$ cat src/common/rv_pkg.sv
package rv_pkg;

    localparam int XLEN      = 32;
    localparam int REG_IDX_W = 5;

    // Major opcodes of the supported RV32I subset.
    localparam logic [6:0] OPC_OP     = 7'b0110011;
    localparam logic [6:0] OPC_OP_IMM = 7'b0010011;
    localparam logic [6:0] OPC_LUI    = 7'b0110111;
    localparam logic [6:0] OPC_AUIPC  = 7'b0010111;
    localparam logic [6:0] OPC_JAL    = 7'b1101111;
    localparam logic [6:0] OPC_JALR   = 7'b1100111;

    localparam logic [2:0] F3_ADD_SUB = 3'b000;
    localparam logic [2:0] F3_SLL     = 3'b001;
    localparam logic [2:0] F3_SLT     = 3'b010;
    localparam logic [2:0] F3_SLTU    = 3'b011;
    localparam logic [2:0] F3_XOR     = 3'b100;
    localparam logic [2:0] F3_SR      = 3'b101;  // SRL or SRA, picked by funct7.
    localparam logic [2:0] F3_OR      = 3'b110;
    localparam logic [2:0] F3_AND     = 3'b111;

    localparam logic [3:0] ALU_ADD    = 4'd0;
    localparam logic [3:0] ALU_SUB    = 4'd1;
    localparam logic [3:0] ALU_SLL    = 4'd2;
    localparam logic [3:0] ALU_SLT    = 4'd3;
    localparam logic [3:0] ALU_SLTU   = 4'd4;
    localparam logic [3:0] ALU_XOR    = 4'd5;
    localparam logic [3:0] ALU_SRL    = 4'd6;
    localparam logic [3:0] ALU_SRA    = 4'd7;
    localparam logic [3:0] ALU_OR     = 4'd8;
    localparam logic [3:0] ALU_AND    = 4'd9;
    localparam logic [3:0] ALU_PASS_B = 4'd10;

    // Operand pairs for the ALU, five of them, so three bits.
    localparam logic [2:0] SEL_RR  = 3'd0;  // rs1, rs2.
    localparam logic [2:0] SEL_RI  = 3'd1;  // rs1, imm.
    localparam logic [2:0] SEL_ZI  = 3'd2;  // 0, imm.
    localparam logic [2:0] SEL_PC4 = 3'd3;  // pc, 4.
    localparam logic [2:0] SEL_PCI = 3'd4;  // pc, imm.

    localparam int IN_CREDITS  = 2;
    localparam int OUT_CREDITS = 2;
    localparam int IN_PTR_W    = $clog2(IN_CREDITS);
    localparam int OUT_CNT_W   = $clog2(OUT_CREDITS + 1);

    typedef struct packed {
        logic [6:0] funct7;
        logic [4:0] rs2;
        logic [4:0] rs1;
        logic [2:0] funct3;
        logic [4:0] rd;
        logic [6:0] opcode;
    } r_fmt_t;

    typedef struct packed {
        logic [11:0] imm;
        logic [4:0]  rs1;
        logic [2:0]  funct3;
        logic [4:0]  rd;
        logic [6:0]  opcode;
    } i_fmt_t;

    typedef struct packed {
        logic [19:0] imm;
        logic [4:0]  rd;
        logic [6:0]  opcode;
    } u_fmt_t;

    typedef struct packed {
        logic       imm20;
        logic [9:0] imm10_1;
        logic       imm11;
        logic [7:0] imm19_12;
        logic [4:0] rd;
        logic [6:0] opcode;
    } j_fmt_t;

    typedef union packed {
        r_fmt_t r_fmt;
        i_fmt_t i_fmt;
        u_fmt_t u_fmt;
        j_fmt_t j_fmt;
    } inst_u;

endpackage

$ cat src/inst_decode.sv
`timescale 1ns/100ps

module inst_decode (
    input  rv_pkg::inst_u                 inst,
    output logic [rv_pkg::REG_IDX_W-1:0]  rs1,
    output logic [rv_pkg::REG_IDX_W-1:0]  rs2,
    output logic [rv_pkg::REG_IDX_W-1:0]  rd,
    output logic [3:0]                    alu_op,
    output logic [2:0]                    op_sel,
    output logic                          wr_en,
    output logic                          illegal
);
    import rv_pkg::*;

    // Only register ops have SUB; bit 30 selects SRA for both formats.
    function automatic logic [3:0] f3_to_alu(input logic [2:0] f3,
                                             input logic       alt,
                                             input logic       reg_op);
        case (f3)
            F3_ADD_SUB: f3_to_alu = (alt && reg_op) ? ALU_SUB : ALU_ADD;
            F3_SLL:     f3_to_alu = ALU_SLL;
            F3_SLT:     f3_to_alu = ALU_SLT;
            F3_SLTU:    f3_to_alu = ALU_SLTU;
            F3_XOR:     f3_to_alu = ALU_XOR;
            F3_SR:      f3_to_alu = alt ? ALU_SRA : ALU_SRL;
            F3_OR:      f3_to_alu = ALU_OR;
            F3_AND:     f3_to_alu = ALU_AND;
            default:    f3_to_alu = ALU_ADD;
        endcase
    endfunction

    assign rs1 = inst.r_fmt.rs1;
    assign rs2 = inst.r_fmt.rs2;
    assign rd  = inst.r_fmt.rd;

    always_comb begin
        alu_op  = ALU_ADD;
        op_sel  = SEL_RR;
        wr_en   = 1'b0;
        illegal = 1'b0;
        case (inst.r_fmt.opcode)
            OPC_OP: begin
                alu_op = f3_to_alu(inst.r_fmt.funct3, inst.r_fmt.funct7[5], 1'b1);
                wr_en  = 1'b1;
            end
            OPC_OP_IMM: begin
                alu_op = f3_to_alu(inst.i_fmt.funct3, inst.i_fmt.imm[10], 1'b0);
                op_sel = SEL_RI;
                wr_en  = 1'b1;
            end
            // Opcode alone fixes the operation here.
            OPC_LUI: begin
                op_sel = SEL_ZI;
                wr_en  = 1'b1;
            end
            OPC_AUIPC: begin
                op_sel = SEL_PCI;
                wr_en  = 1'b1;
            end
            OPC_JAL, OPC_JALR: begin
                op_sel = SEL_PC4;  // Link value only.
                wr_en  = 1'b1;
            end
            default: illegal = 1'b1;
        endcase
    end

endmodule

$ cat src/imm_gen.sv
`timescale 1ns/100ps

module imm_gen (
    input  rv_pkg::inst_u            inst,
    output logic [rv_pkg::XLEN-1:0]  imm
);
    import rv_pkg::*;

    always_comb begin
        case (inst.r_fmt.opcode)
            OPC_OP_IMM, OPC_JALR: begin
                imm = {{20{inst.i_fmt.imm[11]}}, inst.i_fmt.imm};
            end
            OPC_LUI, OPC_AUIPC: begin
                imm = {inst.u_fmt.imm, 12'd0};
            end
            OPC_JAL: begin
                // Offset bits are scattered in the word, bit 0 is implied.
                imm = {{11{inst.j_fmt.imm20}},
                       inst.j_fmt.imm20,
                       inst.j_fmt.imm19_12,
                       inst.j_fmt.imm11,
                       inst.j_fmt.imm10_1,
                       1'b0};
            end
            default: imm = '0;  // R-type has no immediate.
        endcase
    end

endmodule

$ cat src/reg_file.sv
`timescale 1ns/100ps

module reg_file (
    input  logic                          clk,
    input  logic                          rst_n,
    input  logic [rv_pkg::REG_IDX_W-1:0]  rs1,
    input  logic [rv_pkg::REG_IDX_W-1:0]  rs2,
    input  logic                          wr_en,
    input  logic [rv_pkg::REG_IDX_W-1:0]  wr_idx,
    input  logic [rv_pkg::XLEN-1:0]       wr_data,
    output logic [rv_pkg::XLEN-1:0]       rs1_value,
    output logic [rv_pkg::XLEN-1:0]       rs2_value
);
    import rv_pkg::*;

    logic [XLEN-1:0] regs [2**REG_IDX_W];

    always_ff @(posedge clk or negedge rst_n) begin
        if (!rst_n) begin
            for (int i = 0; i < 2**REG_IDX_W; i++) begin
                regs[i] <= '0;
            end
        end else if (wr_en && (wr_idx != '0)) begin
            regs[wr_idx] <= wr_data;  // x0 stays zero.
        end
    end

    assign rs1_value = (rs1 == '0) ? '0 : regs[rs1];
    assign rs2_value = (rs2 == '0) ? '0 : regs[rs2];

endmodule

$ cat src/exu/alu.sv
`timescale 1ns/100ps

module alu (
    input  logic [rv_pkg::XLEN-1:0]  d1,
    input  logic [rv_pkg::XLEN-1:0]  d2,
    input  logic [3:0]               alu_op,
    output logic [rv_pkg::XLEN-1:0]  res
);
    import rv_pkg::*;

    logic [4:0]      shamt;
    logic            lt_signed;
    logic            lt_unsigned;
    logic [XLEN-1:0] sum;
    logic [XLEN-1:0] diff;

    assign shamt       = d2[4:0];
    assign lt_signed   = $signed(d1) < $signed(d2);
    assign lt_unsigned = d1 < d2;
    assign sum         = d1 + d2;
    assign diff        = d1 - d2;

    always_comb begin
        case (alu_op)
            ALU_ADD:    res = sum;
            ALU_SUB:    res = diff;
            ALU_SLL:    res = d1 << shamt;
            ALU_SLT:    res = {{(XLEN-1){1'b0}}, lt_signed};
            ALU_SLTU:   res = {{(XLEN-1){1'b0}}, lt_unsigned};
            ALU_XOR:    res = d1 ^ d2;
            ALU_SRL:    res = d1 >> shamt;
            ALU_SRA:    res = $unsigned($signed(d1) >>> shamt);
            ALU_OR:     res = d1 | d2;
            ALU_AND:    res = d1 & d2;
            ALU_PASS_B: res = d2;
            default:    res = '0;
        endcase
    end

endmodule

$ cat src/exu/exu.sv
`timescale 1ns/100ps

module exu (
    input  logic [rv_pkg::XLEN-1:0]  pc,
    input  logic [2:0]               op_sel,
    input  logic [3:0]               alu_op,
    input  logic [rv_pkg::XLEN-1:0]  imm,
    input  logic [rv_pkg::XLEN-1:0]  rs1_value,
    input  logic [rv_pkg::XLEN-1:0]  rs2_value,
    output logic [rv_pkg::XLEN-1:0]  ex_result
);
    import rv_pkg::*;

    logic [XLEN-1:0] add_1;
    logic [XLEN-1:0] add_2;

    // Operand table per opcode class.
    //   OP      rs1 , rs2
    //   OP-IMM  rs1 , imm
    //   LUI     0   , imm
    //   AUIPC   pc  , imm
    //   JAL(R)  pc  , 4
    always_comb begin
        case (op_sel)
            SEL_RR: begin
                add_1 = rs1_value;
                add_2 = rs2_value;
            end
            SEL_RI: begin
                add_1 = rs1_value;
                add_2 = imm;
            end
            SEL_ZI: begin
                add_1 = '0;
                add_2 = imm;
            end
            SEL_PC4: begin
                add_1 = pc;
                add_2 = XLEN'(4);
            end
            SEL_PCI: begin
                add_1 = pc;
                add_2 = imm;
            end
            default: begin
                add_1 = '0;
                add_2 = '0;
            end
        endcase
    end

    alu alu_i0 (
        .d1     (add_1),
        .d2     (add_2),
        .alu_op (alu_op),
        .res    (ex_result)
    );

endmodule

$ cat src/exec_top.sv
`timescale 1ns/100ps

module exec_top (
    input  logic                          clk,
    input  logic                          rst_n,
    input  logic                          inst_valid,
    input  logic [31:0]                   inst,
    input  logic [rv_pkg::XLEN-1:0]       pc,
    output logic                          inst_credit,
    output logic                          res_valid,
    output logic [rv_pkg::REG_IDX_W-1:0]  res_rd,
    output logic [rv_pkg::XLEN-1:0]       res_data,
    output logic                          res_illegal,
    input  logic                          res_credit
);
    import rv_pkg::*;

    logic [31:0]          inst_mem [IN_CREDITS];
    logic [XLEN-1:0]      pc_mem   [IN_CREDITS];
    logic [IN_PTR_W-1:0]  wr_ptr;
    logic [IN_PTR_W-1:0]  rd_ptr;
    logic [IN_PTR_W:0]    fifo_cnt;
    logic [OUT_CNT_W-1:0] out_cnt;
    logic                 fire;

    inst_u                head_inst;
    logic [XLEN-1:0]      head_pc;
    logic [REG_IDX_W-1:0] rs1;
    logic [REG_IDX_W-1:0] rs2;
    logic [REG_IDX_W-1:0] rd;
    logic [3:0]           alu_op;
    logic [2:0]           op_sel;
    logic                 dec_wr_en;
    logic                 dec_illegal;
    logic [XLEN-1:0]      imm;
    logic [XLEN-1:0]      rs1_value;
    logic [XLEN-1:0]      rs2_value;
    logic [XLEN-1:0]      ex_result;
    logic                 rf_wr_en;

    assign head_inst = inst_mem[rd_ptr];
    assign head_pc   = pc_mem[rd_ptr];

    // Head retires when present and the sink has room.
    assign fire     = (fifo_cnt != '0) && (out_cnt != '0);
    assign rf_wr_en = fire && dec_wr_en && !dec_illegal && (rd != '0);

    // Upstream credits guarantee a free slot on every inst_valid.
    always_ff @(posedge clk) begin
        if (inst_valid) begin
            inst_mem[wr_ptr] <= inst;
            pc_mem[wr_ptr]   <= pc;
        end
    end

    always_ff @(posedge clk or negedge rst_n) begin
        if (!rst_n) begin
            wr_ptr      <= '0;
            rd_ptr      <= '0;
            fifo_cnt    <= '0;
            out_cnt     <= OUT_CNT_W'(OUT_CREDITS);
            inst_credit <= 1'b0;
            res_valid   <= 1'b0;
        end else begin
            if (inst_valid) begin
                wr_ptr <= wr_ptr + IN_PTR_W'(1);
            end
            if (fire) begin
                rd_ptr <= rd_ptr + IN_PTR_W'(1);
            end
            fifo_cnt    <= fifo_cnt + {{IN_PTR_W{1'b0}}, inst_valid}
                                    - {{IN_PTR_W{1'b0}}, fire};
            out_cnt     <= out_cnt + {{(OUT_CNT_W-1){1'b0}}, res_credit}
                                   - {{(OUT_CNT_W-1){1'b0}}, fire};  // Both may land together.
            inst_credit <= fire;
            res_valid   <= fire;
        end
    end

    // Illegal words report no destination and no data.
    always_ff @(posedge clk) begin
        if (fire) begin
            res_rd      <= dec_illegal ? '0 : rd;
            res_data    <= dec_illegal ? '0 : ex_result;
            res_illegal <= dec_illegal;
        end
    end

    inst_decode inst_decode_i0 (
        .inst    (head_inst),
        .rs1     (rs1),
        .rs2     (rs2),
        .rd      (rd),
        .alu_op  (alu_op),
        .op_sel  (op_sel),
        .wr_en   (dec_wr_en),
        .illegal (dec_illegal)
    );

    imm_gen imm_gen_i0 (
        .inst (head_inst),
        .imm  (imm)
    );

    reg_file reg_file_i0 (
        .clk       (clk),
        .rst_n     (rst_n),
        .rs1       (rs1),
        .rs2       (rs2),
        .wr_en     (rf_wr_en),
        .wr_idx    (rd),
        .wr_data   (ex_result),
        .rs1_value (rs1_value),
        .rs2_value (rs2_value)
    );

    exu exu_i0 (
        .pc        (head_pc),
        .op_sel    (op_sel),
        .alu_op    (alu_op),
        .imm       (imm),
        .rs1_value (rs1_value),
        .rs2_value (rs2_value),
        .ex_result (ex_result)
    );

endmodule

$ cat config.mk
export PLATFORM = sky130hd
export DESIGN_NAME = exec_top
export DESIGN_NICKNAME = d
export VERILOG_FILES = /design/src/common/rv_pkg.sv /design/src/inst_decode.sv /design/src/imm_gen.sv /design/src/reg_file.sv /design/src/exu/alu.sv /design/src/exu/exu.sv /design/src/exec_top.sv
export SDC_FILE = /design/constraint.sdc
export NUM_CORES = 2
export LEC_CHECK = 0
export ABC_AREA = 1
export ABC_CLOCK_PERIOD_IN_PS = 9100
export BUFFER_PORTS_ARGS = -buffer_cell sky130_fd_sc_hd__buf_2
export CAP_MARGIN = 20
export CORE_MARGIN = 3
export CORE_UTILIZATION = 30
export CTS_CLUSTER_SIZE = 16
export DETAILED_ROUTE_END_ITERATION = 10
export SYNTH_ARGS = -nofsm -noshare
export SYNTH_HDL_FRONTEND = slang
export SYNTH_SLANG_ARGS = --single-unit
$ cat constraint.sdc
create_clock -name clk -period 9.1 [get_ports clk]
set_clock_uncertainty 0.05 [all_clocks]
set_input_delay 0.91 -clock clk [delete_from_list [all_inputs] [get_ports clk]]
set_output_delay 0.91 -clock clk [all_outputs]
set_load 0.02 [all_outputs]
# Yosys cells after proc, flatten, opt, wreduce, memory -nomap -nowiden
# Memory sizes are Yosys's and may differ from the RTL's.
# Cells that the tools add are included.
# word_totals
regBits	1069
latch_bits	0
ramBits	128
mem_bits_ro	0
inputBits	68
out_inout_bits	40
word_cells	138
mem_count	2
# op_classes
addsub	8
multipliers	0
n_div	0
magnitude_cmp	6
eq_ne	27
shift	3
n_mux	25
bitwise	6
n_reduce_logical	21
# mem_list
memory	depth	width	rd	rd_clocked_by_memory_dff	write_ports	line_no	rtl
inst_mem	2	32	1	0	1	exec_top.sv:18	logic [31:0] inst_mem [IN_CREDITS];
pc_mem	2	32	1	0	1	exec_top.sv:19	logic [XLEN-1:0] pc_mem [IN_CREDITS];
# op_table
operator	count
1024-bit bitwise mux	1
32-bit one-hot mux with 11 select lines	1
32-bit binary-select mux with 5-bit select	2
32-bit 2-to-1 mux	7
32-bit one-hot mux with 3 select lines	2
32-bit demux with 5-bit select	1
32-bit < comparator	2
32-bit one-hot mux with 2 select lines	1
4-bit one-hot mux with 8 select lines	2
32-bit adder	1
32-bit AND	1
32-bit bitwise OR	1
32-bit by 5-bit left shift with 32-bit output	1
32-bit by 5-bit >> shifter with 32-bit output	1
32-bit by 5-bit >>> shifter with 32-bit output	1
32-bit subtractor	1
32-bit XOR	1
6-bit >= comparator (second input constant)	3
5-bit NOT with 6-bit output	3
4-bit by 3-bit equality test with 1-bit output (second input constant)	4
3-bit equality test (second input constant)	5
7-bit by 5-bit equality test with 1-bit output (second input constant)	2
7-bit by 6-bit equality test with 1-bit output (second input constant)	2
7-bit equality test (second input constant)	2
other kinds (21)	48

# Logic depth before layout (Yosys ltp)
# An unclocked memory read counts as a cell.
# logic_depth
word_depth	10
mapped_depth	40
mapped_depth_nobuf	34

# Modules after synthesis
# A second synthesis with hierarchy kept.
# unflattened
cells_unflattened	11469
hier_area_um2	76588.5
# by_module_without_submodules
mod	instances	cells_each	area_each_um2	seq_area_each_um2
reg_file	1	8393	57929.3	25624.6
alu	1	2164	10402.5	0.0
exec_top	1	495	6470.0	5161.2
exu	1	222	904.6	0.0
imm_gen	1	129	533.0	0.0
inst_decode	1	66	349.1	0.0

# Worst setup path after synthesis
# No wires, ideal clock.
# synth_path
path_type	register to register
startpoint	register rd_ptr
endpoint	register res_data[25] (netlist name), data pin
setup_time_ns	0.250
arrival_ns	5.264
t_required_ns	8.800
slack_ns	3.536
path_stages_with_launch	36
n_path_buf	9
synth_period_minus_slack_ns	5.564
path_cell_list	dfrtp_1 > inv_2 > buf_6 > nand2_2 > nand2_2 > buf_6 > buf_4 > buf_2 > buf_2 > buf_4 > clkbuf_1 > nand2_1 > a32o_1 > nand2_1 > a31oi_1 > or3b_2 > o21ai_0 > inv_1 > ha_1 > clkbuf_1 > nor2_1 > nand2_1 > nor3_1 > nand3_1 > nand3_1 > nand2_1 > o211ai_1 > a21oi_1 > or2_2 > nand3_1 > o21ai_0 > nor2_1 > nand3_2 > buf_2 > nand2_1 > inv_1
# synth_between
elab_chain_cells	9
elab_cells_between_ends	69
classes_between	add/sub (2); eq/ne (27); shift (3); mux (18); bitwise (5); reduce/logical (12); memory (2)
# synth_rtl
element	line_no	rtl
from (decl)	exec_top.sv:21	logic [IN_PTR_W-1:0] rd_ptr;
from (signal assigned)	exec_top.sv:69	rd_ptr <= rd_ptr + IN_PTR_W'(1);
memory read 2 x 32 bit	n/a	
7-bit equality test, or another cell as far along	inst_decode.sv:41, imm_gen.sv:10	
2-bit OR reduction, or another cell as far along	n/a	
3-bit one-hot mux with 4 select lines, or another cell as far along	inst_decode.sv:41	case (inst.r_fmt.opcode)
3-bit by 1-bit equality test with 1-bit output, or another cell as far along	exu.sv:24	case (op_sel)
3-bit OR reduction (no source line), or another cell as far along	n/a	
32-bit one-hot mux with 3 select lines / 32-bit one-hot mux with 2 select lines (equally long branches)	exu.sv:24	
32-bit subtractor, or another cell as far along	alu.sv:21	assign diff = d1 - d2;
32-bit one-hot mux with 11 select lines	alu.sv:24	case (alu_op)
to (signal assigned)	exec_top.sv:84	res_data <= dec_illegal ? '0 : ex_result;
to (decl)	exec_top.sv:12	output logic [rv_pkg::XLEN-1:0] res_data,
# Several ways; a longest one is shown, not always the timed one. The select of a mux whose other input is x is not followed.
# A chain may end at the register's enable or synchronous reset.

# Worst setup path after layout
# layout_path
startpoint	register rd_ptr
endpoint	register reg_file_i0.regs[316] (netlist name)
# layout_between
elab_chain_cells	10
elab_cells_between_ends	82
classes_between	add/sub (2); order compare (2); eq/ne (27); shift (3); mux (22); bitwise (6); reduce/logical (18); memory (2)
# layout_rtl
element	line_no	rtl
memory read 2 x 32 bit	n/a	
7-bit equality test, or another cell as far along	inst_decode.sv:41, imm_gen.sv:10	
2-bit OR reduction, or another cell as far along	n/a	
3-bit one-hot mux with 4 select lines, or another cell as far along	inst_decode.sv:41	
3-bit by 1-bit equality test with 1-bit output, or another cell as far along	exu.sv:24	
3-bit OR reduction (no source line), or another cell as far along	n/a	
32-bit one-hot mux with 3 select lines / 32-bit one-hot mux with 2 select lines (equally long branches)	exu.sv:24	
32-bit subtractor, or another cell as far along	alu.sv:21	
32-bit one-hot mux with 11 select lines	alu.sv:24	
1024-bit bitwise mux	reg_file.sv:24	regs[wr_idx] <= wr_data;
to (signal, indexed assignment)	reg_file.sv:24	
to (decl)	reg_file.sv:16	logic [XLEN-1:0] regs [2**REG_IDX_W];
# Several ways; a longest one is shown, not always the timed one. The select of a mux whose other input is x is not followed.

==> results.toml <==
[run_status]
status = "completed"

[critical_path]
crit_start = "rd_ptr"
cp_data_arrival_time_ps = 9250
crit_path_frequent_cell = "nand2_1"
endpoint = "reg_file_i0.regs[316]"
cp.required_ps = 9730
cpPeakStageDelay_ps = 910
reg2reg_to = "reg_file_i0.regs[316]"
endpoint_kind = "flip-flop"
startpoint_type = "flip-flop"
rr_worst_depth = 25
rr_startpoint = "rd_ptr"
cp_max_fo = 31
reg2reg_slack_ps = 480
critical-path-slowest-cell = "a31oi_1"
crit_type = "flip-flop to flip-flop"

[sta]
post-route-period-util = 0.9477
fin_crit_ps = 8624
fmax_ghz = 0.1160
maxSlewViolCount = 0
rsz0062_at_grt = "no"
hold_violations = 0
setup_viol = 0
relSlewSlack = 0.1467
tightest_slew_ps = 1274
tns_ps = 0

[cells_and_area]
synthToLayoutAreaGrowth_pct = 11.09
layout_common_cells = "5580 x nand2_1, 1268 x nand3_1, 1029 x dfrtp_1"
fin_util = 0.3367
nets = 10900
fillCellCount = 26520
drive_above_1_share = 0.07517
multiInputGateArea_um2 = 38810
regArea_um2 = 30790
final_common_cell = "nand2_1"

[floorplanning]
start_util = 0.3030
die_h_um = 505.6
coreArea_um2 = 247100
die_width_um = 505.6
io-pin-count = 108
die-area_um2 = 255600
rows = 182

[routing]
drt-total-wl_um = 354000
drc = 0
routedWlPerCell_um = 25.00
vias = 79430
drtIter0Drc = 13080
drt.antenna.violating_nets = 0
vias_per_cell = 5.609
first_pass_iters = 9

[hold_path]
hold_class = "primary input to async pin"

[synth]
synth_top_area_frac = 0.3442
synth.net_count = 11250
avgSynthCellArea_um2 = 6.762
synth_top_flop_cell = "dfrtp_1"
synth_seq_area_share = 0.4112
synth_top_area_cell = "dfrtp_1"
ys_seq_elements = 1197
yosysWarnings = 0
ys_top_cells_by_area = "dfrtp_1 34%, nand2_1 28%, nand3_1 8.5%"
synthCells = 11070
ys_types = 61
syn-cell-area_um2 = 74870
synth_edf_count = 166
postSynth.asyncResetShare = 0.8613

[grt]
grt_pass1_wl_um = 510100
antenna_found_initial = 18
grt_max_degree = 167
grt_pass1_vias = 72690
track_usage = 0.2664
grt_overflow = 0

[cts]
hold_buffers = 0
clock_sinks = 1197
cts_resized = 0
clock-root-buffer = "clkbuf_16"
insertion_delay_ps = 840
cts_tree = "yes"
path_clk_slew_ps = 60
clock_path_buffers = 3
cts_max_level = 4
numCtsBuffers = 144
post_cts_buffers = 0

[run]
drv_cap = 0

[placement]
gp_congestion = 0.9957
place.port_buffers = 107
hpwl_um = 217900
==> final cells by class <==
class | instances | area share
Clock buffer | 215 | 0.05093
Tap cell | 3312 | 0.04982
Antenna cell | 7 | 0.0002106
Clock inverter | 45 | 0.006950
Sequential cell | 1197 | 0.3702
Timing Repair Buffer | 357 | 0.03604
Inverter | 422 | 0.01928
Multi-Input combinational cell | 8606 | 0.4666
==> through the flow <==
step                std cells  instance area, µm²  hold slack [ps]  setup WS [ps]
detailed placement      13890               78240            315.6           1053
finish                  14160               83180            43.22          475.8
CTS                     14150               83050            25.96           1033
global route            14160               83160            59.04          336.2
global placement        13880               78160            317.6           1093
floorplan               11070               74870            379.0           3536
==> synth_stat cells (all sizes together), types with 14 or more instances <==
library cell  count
nand3          1278
dfrtp          1030
a221oi          111
inv             419
clkbuf          390
a32o             97
or3b             26
o22ai            14
o21ai           287
nor2            223
ha              104
a21oi           494
a31oi            73
buf             458
edfxtp          166
or2              46
nand2          5613
nand4            22
o211ai           41
or3              50
nor3             38
==> worst min path at each step <==
| stage | startpoint | to | slack (ps) | cells after the start |
|---|---|---|---|---|
| 2_1_floorplan | reg_file_i0.regs[995] | reg_file_i0.regs[995] | 380 | 1 |
| 4_1_cts | rst_n | reg_file_i0.regs[685] | 30 | 1 |
| 3_3_place_gp | reg_file_i0.regs[995] | reg_file_i0.regs[995] | 320 | 0 |
| 3_5_place_dp | reg_file_i0.regs[995] | reg_file_i0.regs[995] | 320 | 0 |
| 5_1_grt | rst_n | reg_file_i0.regs[685] | 60 | 1 |
| 6_report | rst_n | reg_file_i0.regs[813] | 40 | 1 |
==> sequential cells by signal (all words and copies together), names as in the netlist <==
register and count:
wr_ptr 1, res_illegal 1, res_rd 5, pc_mem 64, res_valid 1, reg_file_i0.regs 1024
fifo_cnt 2, out_cnt 2, inst_mem 64, rd_ptr 1, res_data 32
==> worst max-delay path, delay by kind of cell, from the launching register on <==
| family | cells | cell delay (ps) |
|---|---|---|
| AO/OA/AOI/OAI | 7 | 2300 |
| XOR/XNOR | 1 | 180 |
| adder cells (fa/ha/maj) | 1 | 360 |
| buffers and inverters | 5 | 1520 |
| flip-flops | 1 | 670 |
| AND/OR/NAND/NOR | 11 | 3310 |
==> logic make-up after synthesis <==
| group | after synthesis | share of synthesized area |
|---|---|---|
| AO/OA/AOI/OAI | 1166 | 0.09530 |
| adder cells (fa/ha/maj) | 106 | 0.01791 |
| XOR/XNOR | 12 | 0.001404 |
| AND/OR/NAND/NOR | 7319 | 0.3988 |
| multiplexers | 3 | 0.0004011 |
| flip-flops | 1197 | 0.4112 |
| buffers and inverters | 1270 | 0.07505 |
==> layer usage <==
metal	global-route usage	vias to the layer above	routed length (µm)
met4	0.1532	2	22740
met1	0.3597	37830	140100
met3	0.08888	1029	48930
li1	-	35020	-
met5	0	-	12
met2	0.3679	5558	142300
Power is left out: the tool's default activity adds up to more than one toggle a clock period on the data nets, which glitch-free logic cannot reach.
